`config.mk`:
```
export PLATFORM = sky130hd
export DESIGN_NAME = grid_solver
export DESIGN_NICKNAME = d
export VERILOG_FILES = /design/src/source/grid_solver_pkg.sv /design/src/source/delay_pipe.sv /design/src/source/grid_solver.sv /design/src/source/gyro_radius_rom.sv /design/src/source/jacobi_update.sv /design/src/source/stencil_addresser.sv /design/src/source/stencil_reducer.sv
export SDC_FILE = /design/constraint.sdc
export NUM_CORES = 2
export LEC_CHECK = 0
export ABC_AREA = 0
export BUFFER_PORTS_ARGS = -buffer_cell sky130_fd_sc_hd__buf_2
export CORE_ASPECT_RATIO = 1.1
export CORE_MARGIN = 1
export CORE_UTILIZATION = 65
export CTS_CLUSTER_DIAMETER = 150
export DETAILED_ROUTE_END_ITERATION = 8
export PLACE_DENSITY = 0.92
export SLEW_MARGIN = 20
export SYNTH_ARGS = -nofsm -noshare
export SYNTH_HDL_FRONTEND = slang
export SYNTH_SLANG_ARGS = --single-unit
```
`constraint.sdc`:
```
create_clock -name clk -period 31.3 [get_ports clk]
set_input_delay 1.565 -clock clk [delete_from_list [all_inputs] [get_ports clk]]
set_output_delay 1.565 -clock clk [all_outputs]
set_load 0.02 [all_outputs]
```
`src/gyro_radius.mem`:
```
// One word per grid row, radius 0 in bits 1:0, radius 1 in bits 3:2, radius 2 in bits 5:4
39
15
2A
3F
29
1E
27
3D
36
1B
25
3A
1F
19
3E
17

```
`src/source/grid_solver_pkg.sv`:
```
package grid_solver_pkg;

    //////////////////////////////////////////////////////////////////////
    // Grid and data widths
    //////////////////////////////////////////////////////////////////////

    localparam int GRID_BITS = 4;
    localparam int ADDR_W    = 2 * GRID_BITS;
    localparam int RADIUS_W  = 2;
    localparam int PHI_W     = 16;
    localparam int CHARGE_W  = 12;
    localparam int SUM_W     = 20;   // Twelve full-scale samples
    localparam int ACC_W     = 26;
    localparam int MAX_DELTA = 4;

    //////////////////////////////////////////////////////////////////////
    // Fixed-point constants
    //////////////////////////////////////////////////////////////////////

    // Gyroradius weights, entry 0 is the smallest radius
    localparam int WEIGHT_W = 12;
    localparam logic [MAX_DELTA-1:0][WEIGHT_W-1:0] VWEIGHTS = {
        12'd40, 12'd72, 12'd112, 12'd160
    };
    localparam int WEIGHT_SHIFT = 8;
    localparam int CHARGE_SHIFT = 6;

    // Roughly 1/3 in Q4.12
    localparam logic signed [15:0] DIAG_CONST = 16'sd1365;
    localparam int DIAG_SHIFT = 12;

    typedef logic signed [PHI_W-1:0] phi_t;
    typedef logic signed [SUM_W-1:0] sum_t;
    typedef logic signed [ACC_W-1:0] acc_t;

    // Packs to the grid address, row in the upper half
    typedef struct packed {
        logic [GRID_BITS-1:0] y;
        logic [GRID_BITS-1:0] x;
    } grid_point_t;

    typedef struct packed {
        grid_point_t          point;
        logic                 first_it;
        logic [CHARGE_W-1:0]  charge;
    } point_info_t;

endpackage

```
`src/source/delay_pipe.sv`:
```
`timescale 1ns/10ps

module delay_pipe #(
    parameter type T     = logic,
    parameter int  DEPTH = 1
) (
    input  logic clk,
    input  logic rst,
    input  logic valid,
    input  T     data,
    output logic valid_out,
    output T     data_out
);
    logic [DEPTH-1:0] valid_sr;
    T                 data_sr [DEPTH];

    always_ff @(posedge clk) begin
        if (rst) begin
            valid_sr <= '0;
        end else begin
            valid_sr[0] <= valid;
            for (int i = 1; i < DEPTH; i++) begin
                valid_sr[i] <= valid_sr[i-1];
            end
        end
    end

    // Payload only moves with its valid
    always_ff @(posedge clk) begin
        if (valid) begin
            data_sr[0] <= data;
        end
        for (int i = 1; i < DEPTH; i++) begin
            if (valid_sr[i-1]) begin
                data_sr[i] <= data_sr[i-1];
            end
        end
    end

    assign valid_out = valid_sr[DEPTH-1];
    assign data_out  = data_sr[DEPTH-1];

    a_valid_known: assert property (@(posedge clk) disable iff (rst) !$isunknown(valid_out));

endmodule

```
`src/source/grid_solver.sv`:
```
`timescale 1ns/10ps

module grid_solver #(
    parameter int NUM_DELTA   = 3,
    parameter int MEM_LATENCY = 1,
    parameter int MULT_STAGES = 3
) (
    input  logic                                                   clk,
    input  logic                                                   rst,
    input  logic                                                   valid,
    input  logic [grid_solver_pkg::GRID_BITS-1:0]                  grid_y,
    input  logic [grid_solver_pkg::GRID_BITS-1:0]                  grid_x,
    input  logic                                                   first_it,
    input  grid_solver_pkg::phi_t [NUM_DELTA-1:0][7:0]             prev_in,
    input  logic [grid_solver_pkg::CHARGE_W-1:0]                   charge_in,
    output logic                                                   valid_out,
    output logic [NUM_DELTA-1:0][7:0][grid_solver_pkg::ADDR_W-1:0] raddr_out,
    output logic [grid_solver_pkg::ADDR_W-1:0]                     charge_addr,
    output logic [grid_solver_pkg::ADDR_W-1:0]                     waddr_out,
    output grid_solver_pkg::phi_t                                  phi_out
);
    import grid_solver_pkg::*;

    typedef struct packed {
        grid_point_t point;
        logic        first_it;
    } point_tag_t;

    grid_point_t                    point_in;
    point_tag_t                     tag_in;
    point_tag_t                     tag_capt;
    logic                           tag_valid;
    logic [NUM_DELTA-1:0][RADIUS_W-1:0] radii;
    point_info_t                    info_capt;
    point_info_t                    info_aligned;
    sum_t [NUM_DELTA-1:0]           sums;
    logic                           sums_valid;

    assign point_in  = '{y: grid_y, x: grid_x};
    assign tag_in    = '{point: point_in, first_it: first_it};
    assign info_capt = '{point: tag_capt.point, first_it: tag_capt.first_it, charge: charge_in};

    gyro_radius_rom #(.NUM_DELTA(NUM_DELTA)) u_rom (
        .clk(clk), .rst(rst), .row(grid_y), .radii(radii)
    );

    stencil_addresser #(.NUM_DELTA(NUM_DELTA)) u_addresser (
        .clk(clk), .rst(rst), .point(point_in), .radii(radii),
        .raddr_out(raddr_out), .charge_addr(charge_addr)
    );

    // Point and flag ride along until the samples return
    delay_pipe #(.T(point_tag_t), .DEPTH(MEM_LATENCY + 2)) u_tag_pipe (
        .clk(clk), .rst(rst), .valid(valid), .data(tag_in),
        .valid_out(tag_valid), .data_out(tag_capt)
    );

    stencil_reducer #(.NUM_DELTA(NUM_DELTA)) u_reducer (
        .clk(clk), .rst(rst), .valid(tag_valid), .first_it(tag_capt.first_it),
        .prev_in(prev_in), .sums(sums), .sums_valid(sums_valid)
    );

    // Charge joins here, three stages to line up with the sums
    delay_pipe #(.T(point_info_t), .DEPTH(3)) u_info_pipe (
        .clk(clk), .rst(rst), .valid(tag_valid), .data(info_capt),
        .valid_out(), .data_out(info_aligned)
    );

    jacobi_update #(.NUM_DELTA(NUM_DELTA), .MULT_STAGES(MULT_STAGES)) u_update (
        .clk(clk), .rst(rst), .sums_valid(sums_valid), .sums(sums), .info(info_aligned),
        .valid_out(valid_out), .waddr_out(waddr_out), .phi_out(phi_out)
    );

endmodule

```
`src/source/gyro_radius_rom.sv`:
```
`timescale 1ns/10ps

module gyro_radius_rom #(
    parameter int NUM_DELTA = 3
) (
    input  logic                                                clk,
    input  logic                                                rst,
    input  logic [grid_solver_pkg::GRID_BITS-1:0]               row,
    output logic [NUM_DELTA-1:0][grid_solver_pkg::RADIUS_W-1:0] radii
);
    import grid_solver_pkg::*;

    localparam int ROWS = 1 << GRID_BITS;

    logic [NUM_DELTA-1:0][RADIUS_W-1:0] rom_mem [ROWS];
    logic [GRID_BITS-1:0]               row_q;
    logic                               zero_radius;

    // Radius 0 of a row sits in the low bits of its word
    initial begin
        $readmemh("/design/src/gyro_radius.mem", rom_mem);
    end

    // Address register, then output register
    always_ff @(posedge clk) begin
        if (rst) begin
            row_q <= '0;
        end else begin
            row_q <= row;
        end
    end

    always_ff @(posedge clk) begin
        radii <= rom_mem[row_q];
    end

    always_comb begin
        zero_radius = 1'b0;
        for (int v = 0; v < NUM_DELTA; v++) begin
            if (radii[v] == '0) begin
                zero_radius = 1'b1;
            end
        end
    end

    // A zero radius would collapse the stencil onto the point itself
    a_radius_nonzero: assert property (@(posedge clk) disable iff (rst) !zero_radius);

endmodule

```
`src/source/jacobi_update.sv`:
```
`timescale 1ns/10ps

module jacobi_update #(
    parameter int NUM_DELTA   = 3,
    parameter int MULT_STAGES = 3
) (
    input  logic                                  clk,
    input  logic                                  rst,
    input  logic                                  sums_valid,
    input  grid_solver_pkg::sum_t [NUM_DELTA-1:0] sums,
    input  grid_solver_pkg::point_info_t          info,
    output logic                                  valid_out,
    output logic [grid_solver_pkg::ADDR_W-1:0]    waddr_out,
    output grid_solver_pkg::phi_t                 phi_out
);
    import grid_solver_pkg::*;

    localparam int WPROD_W = SUM_W + WEIGHT_W + 1;
    localparam int PROD_W  = ACC_W + $bits(DIAG_CONST);

    typedef acc_t [NUM_DELTA-1:0] acc_vec_t;

    typedef struct packed {
        logic [PROD_W-1:0] prod;
        grid_point_t       point;
    } scaled_t;

    acc_vec_t    weighted;
    acc_vec_t    w_vec;
    logic        w_valid;
    point_info_t info_d;
    acc_t        total_sum;
    acc_t        total_q;
    logic        total_valid;
    logic [CHARGE_W-1:0] charge_q;
    grid_point_t point_q;
    acc_t        diff_q;
    grid_point_t diff_point;
    logic        diff_valid;
    scaled_t     scaled_in;
    scaled_t     scaled_d;
    logic        prod_valid;

    //////////////////////////////////////////////////////////////////////
    // Per-gyroradius weighting
    //////////////////////////////////////////////////////////////////////

    always_comb begin
        logic signed [WPROD_W-1:0] wprod;
        for (int v = 0; v < NUM_DELTA; v++) begin
            wprod       = $signed(sums[v]) * $signed({1'b0, VWEIGHTS[v]});
            weighted[v] = acc_t'(wprod >>> WEIGHT_SHIFT);
        end
    end

    delay_pipe #(.T(acc_vec_t), .DEPTH(MULT_STAGES)) u_weight_pipe (
        .clk(clk), .rst(rst), .valid(sums_valid), .data(weighted),
        .valid_out(w_valid), .data_out(w_vec)
    );

    delay_pipe #(.T(point_info_t), .DEPTH(MULT_STAGES)) u_info_pipe (
        .clk(clk), .rst(rst), .valid(sums_valid), .data(info),
        .valid_out(), .data_out(info_d)
    );

    always_comb begin
        total_sum = '0;
        for (int v = 0; v < NUM_DELTA; v++) begin
            total_sum = total_sum + $signed(w_vec[v]);
        end
    end

    always_ff @(posedge clk) begin
        if (rst) begin
            total_valid <= 1'b0;
            diff_valid  <= 1'b0;
            valid_out   <= 1'b0;
            waddr_out   <= '0;
            phi_out     <= '0;
        end else begin
            total_valid <= w_valid;
            diff_valid  <= total_valid;
            valid_out   <= prod_valid;
            // Keep the low PHI_W bits of the scaled result
            if (prod_valid) begin
                phi_out   <= phi_t'($signed(scaled_d.prod) >>> DIAG_SHIFT);
                waddr_out <= scaled_d.point;
            end
        end
    end

    always_ff @(posedge clk) begin
        if (w_valid) begin
            total_q  <= total_sum;
            charge_q <= info_d.charge;
            point_q  <= info_d.point;
        end
        if (total_valid) begin
            diff_q     <= acc_t'({charge_q, {CHARGE_SHIFT{1'b0}}}) - total_q;
            diff_point <= point_q;
        end
    end

    //////////////////////////////////////////////////////////////////////
    // Diagonal scale
    //////////////////////////////////////////////////////////////////////

    always_comb begin
        scaled_in.prod  = diff_q * DIAG_CONST;
        scaled_in.point = diff_point;
    end

    delay_pipe #(.T(scaled_t), .DEPTH(MULT_STAGES)) u_diag_pipe (
        .clk(clk), .rst(rst), .valid(diff_valid), .data(scaled_in),
        .valid_out(prod_valid), .data_out(scaled_d)
    );

    a_update_latency: assert property (@(posedge clk) disable iff (rst)
        sums_valid |-> ##(2*MULT_STAGES+3) valid_out);

endmodule

```
`src/source/stencil_addresser.sv`:
```
`timescale 1ns/10ps

module stencil_addresser #(
    parameter int NUM_DELTA = 3
) (
    input  logic                                                     clk,
    input  logic                                                     rst,
    input  grid_solver_pkg::grid_point_t                             point,
    input  logic [NUM_DELTA-1:0][grid_solver_pkg::RADIUS_W-1:0]      radii,
    output logic [NUM_DELTA-1:0][7:0][grid_solver_pkg::ADDR_W-1:0]   raddr_out,
    output logic [grid_solver_pkg::ADDR_W-1:0]                       charge_addr
);
    import grid_solver_pkg::*;

    // Point follows the two ROM cycles
    grid_point_t                       point_q;
    grid_point_t                       point_qq;
    grid_point_t [NUM_DELTA-1:0][7:0]  stencil;

    always_ff @(posedge clk) begin
        point_q  <= point;
        point_qq <= point_q;
    end

    //////////////////////////////////////////////////////////////////////
    // Stencil coordinates, modulo 16 through the 4-bit arithmetic
    //////////////////////////////////////////////////////////////////////

    always_comb begin
        logic [GRID_BITS-1:0] r1;
        logic [GRID_BITS-1:0] r2;
        for (int v = 0; v < NUM_DELTA; v++) begin
            r1 = GRID_BITS'(radii[v]);
            r2 = r1 << 1;
            // Diagonals
            stencil[v][0] = '{y: point_qq.y - r1, x: point_qq.x - r1};
            stencil[v][1] = '{y: point_qq.y - r1, x: point_qq.x + r1};
            stencil[v][2] = '{y: point_qq.y + r1, x: point_qq.x - r1};
            stencil[v][3] = '{y: point_qq.y + r1, x: point_qq.x + r1};
            // Axials at twice the radius
            stencil[v][4] = '{y: point_qq.y - r2, x: point_qq.x};
            stencil[v][5] = '{y: point_qq.y + r2, x: point_qq.x};
            stencil[v][6] = '{y: point_qq.y, x: point_qq.x - r2};
            stencil[v][7] = '{y: point_qq.y, x: point_qq.x + r2};
        end
    end

    always_ff @(posedge clk) begin
        if (rst) begin
            raddr_out   <= '0;
            charge_addr <= '0;
        end else begin
            raddr_out   <= stencil;
            charge_addr <= point_qq;
        end
    end

endmodule

```
`src/source/stencil_reducer.sv`:
```
`timescale 1ns/10ps

module stencil_reducer #(
    parameter int NUM_DELTA = 3
) (
    input  logic                                     clk,
    input  logic                                     rst,
    input  logic                                     valid,
    input  logic                                     first_it,
    input  grid_solver_pkg::phi_t [NUM_DELTA-1:0][7:0] prev_in,
    output grid_solver_pkg::sum_t [NUM_DELTA-1:0]      sums,
    output logic                                     sums_valid
);
    import grid_solver_pkg::*;

    phi_t [NUM_DELTA-1:0][7:0] samples;
    sum_t [NUM_DELTA-1:0][1:0] diag_part;
    sum_t [NUM_DELTA-1:0][1:0] axial_part;
    logic                      capt_valid;
    logic                      part_valid;

    always_ff @(posedge clk) begin
        if (rst) begin
            capt_valid <= 1'b0;
            part_valid <= 1'b0;
            sums_valid <= 1'b0;
        end else begin
            capt_valid <= valid;
            part_valid <= capt_valid;
            sums_valid <= part_valid;
        end
    end

    //////////////////////////////////////////////////////////////////////
    // Capture, pair sums, final stencil sum
    //////////////////////////////////////////////////////////////////////

    always_ff @(posedge clk) begin
        // First sweep starts from a zero potential
        if (valid) begin
            samples <= first_it ? '0 : prev_in;
        end
        if (capt_valid) begin
            for (int v = 0; v < NUM_DELTA; v++) begin
                diag_part[v][0]  <= $signed(samples[v][0]) + $signed(samples[v][1]);
                diag_part[v][1]  <= $signed(samples[v][2]) + $signed(samples[v][3]);
                axial_part[v][0] <= $signed(samples[v][4]) + $signed(samples[v][5]);
                axial_part[v][1] <= $signed(samples[v][6]) + $signed(samples[v][7]);
            end
        end
        if (part_valid) begin
            for (int v = 0; v < NUM_DELTA; v++) begin
                // Diagonals count double
                sums[v] <= (($signed(diag_part[v][0]) + $signed(diag_part[v][1])) <<< 1)
                           + $signed(axial_part[v][0]) + $signed(axial_part[v][1]);
            end
        end
    end

    // Memory must have answered every stencil read of a presented sum
    a_sums_known: assert property (@(posedge clk) disable iff (rst)
        sums_valid |-> !$isunknown(sums));

endmodule

```
==> summary.md <==
| Metric | Value |
|---|---|
| Drt total wl | `roughly 130 mm` |
| Layout cell share with drive strength beyond 1 | `approximately 15%` |
| Power density over the cells | `46.8 nW/µm²` |
| Static Leakage | `0.0291 µW` |
| Final TNS setup | `0 ps` |
| Final Non-Filler Cells | `~6900` |
| Syn. warnings | `0` |
| Data arrival time of the worst path | `~5600 ps` |
| Net switching power | `around 700 µW` |
| Die Area | `around 99000 µm²` |
| Largest family of logic cells by synthesized area | `adder cells` |
| CTS tree | `yes` |
| Hold Slack | `330 ps` |
| Final Hold Viols | `0` |
| Clock-pin slew on the worst setup and hold paths | `roughly 60 ps` |
| Crit share post-route | `about 17%` |
| Combinational share of power | `6.6%` |
| Placed cell area | `67000 µm²` |
| Cts bufs inserted | `between 100 and 150` |
| HPWL after detailed placement | `95.7 mm` |
| Clk_skew | `33.9 ps` |
| Clock sink count | `between 1000 and 1500` |
| Max_cap viols | `0` |
| Post-synthesis adder-cell area fraction | `between 10% and 20%` |
| Slew at the pin with the worst max-slew slack | `between 1000 and 1500 ps` |
| Initial DRC count | `about 2600` |
| Crit end category | `register` |
| Most used DFF post-synth | `edfxtp_1` |
| Post-Syn Instances | `4994` |
| FMAX | `just under 200 MHz` |
| Drc violations | `0` |
| Util after Layout | `72.5%` |
| Final non-filler cell area | `slightly above 70000 µm²` |
| Async set-reset flop share out of synthesis | `0%` |
| Vias/cell | `about 5.7` |
| Reg2reg path depth | `17` |
| Clock share of power | `between 30% and 40%` |
| Final setup violation count | `0` |
| Sequential Power Share | `about 54%` |
| Worst slew margin | `approximately 26%` |
| First-pass GRT wire length | `about 200 mm` |
| Pin count of the biggest net entering global routing | `between 200 and 250` |
| Hold Crit Depth | `0` |
| Synth unique cells | `75` |
| CTS HTree Levels | `3` |
| Status | `complete, no violations` |
| Worst EP required | `~32000 ps` |
| I/O pins | `between 600 and 700` |
| Drt pass-1 iters | `8` |
| Final nets | `roughly 6600` |
| Min Tclk post-route | `5190 ps` |
| Post-synthesis xor/xnor area fraction | `roughly 4.8%` |
| Seq cells post-synth | `~1200` |
| Switch share | `between 20% and 30%` |
| EDFF count, synth | `roughly 1100` |
| Max FO, Critical Path | `5` |
| Worst setup SP type | `register` |
| Hold-fix buffers, CTS | `0` |
| Synthesized cell area | `63700 µm²` |
| Initial Util | `~65%` |
| Tot GR Track Use | `a little over a quarter` |
| Worst-skew pair later-pin latency | `700 ps` |
| Grt ovf | `0` |
| Chip height | `approximately 330 µm` |
| CP Class | `reg2reg` |
| Placeable Area | `approximately 97000 µm²` |
| Die X | `about 300 µm` |
| I/O Buffers | `~630` |
| Num rows | `120` |
| Initial antenna violation count | `2` |
| Int Pwr | `between 2000 and 3000 µW` |
| Root buf cell | `clkbuf_16` |
| Unrepaired setup endpoints after global routing | `false` |
| Max VDD drop | `around 0.058 mV` |
| Wirelength per Cell | `about 19 µm` |
| Synth-to-layout area growth | `10.8%` |
| Gpl congestion | `~0.9` |
| Compound-Gate Fraction of Synth Area | `around 8.0%` |
| Post-synthesis mux area share | `less than 1%` |
| Post-CTS sizing | `0` |
| Number of global-route vias before repair | `approximately 40000` |
| Clock buffer depth | `3` |
| Synth Area per Inst | `12.8 µm²` |
| Seq/Total Area, Yosys | `a little under three fifths` |
| Synth Area in Simple Gates | `9.02%` |
| Cell count after placement | `around 6700` |
| Total number of vias | `38900` |
| Hold Crit Class | `reg2reg` |
| Syn nets | `between 6000 and 7000` |
| Setup Fix Bufs, Post-CTS | `0` |
| Fin. max-slew vios | `0` |
| Post-route ant nets | `0` |
## power by group through the flow
stage	combinational, µW	sequential, µW	clock, µW
floorplan	150	1810	0
global placement	205	1800	0
detailed placement	213	1800	0
CTS	216	1770	1340
global route	238	1770	1400
finish	218	1770	1320
## layout make-up
| cell class | count | area (µm²) |
|---|---|---|
| antenna | 1 | 2.50 |
| fill | 6018 | 26700 |
| inverter | 585 | 2200 |
| multi-input combinational | 2968 | 24700 |
| clock inverter | 59 | 510 |
| clock buffer | 146 | 3030 |
| tap | 1281 | 1600 |
| sequential | 1193 | 35200 |
| timing repair buffer | 649 | 3340 |
## state kept, by name (all words and copies together) (netlist names), 2 cells and up
name	flops
u_reducer.samples	384
u_update.u_weight_pipe.data_sr	183
u_reducer.axial_part	102
u_reducer.diag_part	102
u_update.u_diag_pipe.data_sr	72
u_info_pipe.data_sr	60
u_reducer.sums	60
u_update.u_info_pipe.data_sr	60
u_tag_pipe.data_sr	27
u_update.diff_q	26
u_update.total_q	26
u_update.phi_out	16
u_update.charge_q	12
u_addresser.charge_addr	8
u_addresser.point_q	8
u_addresser.point_qq	8
u_update.diff_point	8
u_update.point_q	8
u_update.waddr_out	8
u_tag_pipe.valid_sr	3
u_update.u_diag_pipe.valid_sr	3
u_update.u_weight_pipe.valid_sr	2
## critical path, stage by stage (launching register included)
cell       delay (ps)
edfxtp_1          450
ha_1              340
a21o_1            160
a21o_1            210
a2111oi_1         480
nor2_1            150
xnor2_1           170
fa_1              490
inv_1              50
ha_1              350
a2111oi_0         670
a21oi_1           160
o211ai_1          170
a21oi_1           120
o41ai_1           560
o21bai_1          120
a21oi_1           190
xnor2_1           100
## layout by cell type (no fill, tap or decap), types with 26 or more instances in the layout
master	netlist	routed
o21ai_0	159	159
nand2b_1	30	30
buf_2	0	632
mux2i_1	26	26
a21oi_1	228	228
a21o_1	82	82
nand2_1	130	130
fa_1	188	188
ha_1	538	538
o21bai_1	44	44
xnor2_1	270	270
clkbuf_16	0	115
edfxtp_1	1130	1130
nand3_1	35	35
nor3_1	80	80
dfxtp_1	63	54
nor2_1	258	258
inv_1	585	585
nor2b_1	457	457
o21a_1	72	72
xor2_1	79	79
clkbuf_1	55	27
## cell usage after synthesis, drive strengths merged (30+ instances only)
library cell,n,area (µm²)
edfxtp,1130,33900
inv,585,2200
ha,538,6730
nor2b,457,2860
xnor2,270,2360
nor2,258,968
a21oi,228,1140
buf,193,1450
fa,188,3760
o21ai,161,806
nand2,130,488
a21o,83,624
nor3,80,400
xor2,79,692
o21a,72,541
dfxtp,63,1260
clkbuf,55,206
o21bai,44,330
nand3,35,175
nand2b,30,188
## per-layer routing
metal	global-route usage, %	vias up	share of wire (%)
met5	0	-	0.010
met4	11.3	2	4.1
met3	3.10	326	4.6
met2	48.7	1380	54
met1	29.9	18800	38
li1	-	18400	-
## kinds of logic after synthesis
kind of cell | Yosys count
AND/OR/NAND/NOR | 1088
buffers and inverters | 833
AO/OA/AOI/OAI | 779
adder cells (fa/ha/maj) | 726
XOR/XNOR | 349
multiplexers | 26
flip-flops | 1193
## worst paths after layout
kind,startpoint,endpoint,slack (ps)
max,u_reducer.diag_part[1],u_reducer.sums[19],26110
max reg2reg,u_reducer.diag_part[1],u_reducer.sums[19],26110
min reg2reg,u_addresser.point_q[3],u_addresser.point_qq[3],330
min,u_addresser.point_q[3],u_addresser.point_qq[3],330
## metrics by stage
step / total power [µW] / worst slack (ps)
5_1_grt: 3400 / 25750
4_1_cts: 3320 / 26300
6_report: 3300 / 26110
3_3_place_gp: 2010 / 26510
3_5_place_dp: 2010 / 26380
2_1_floorplan: 1960 / 21350
No activity file was read; power rests on OpenSTA's default activity.
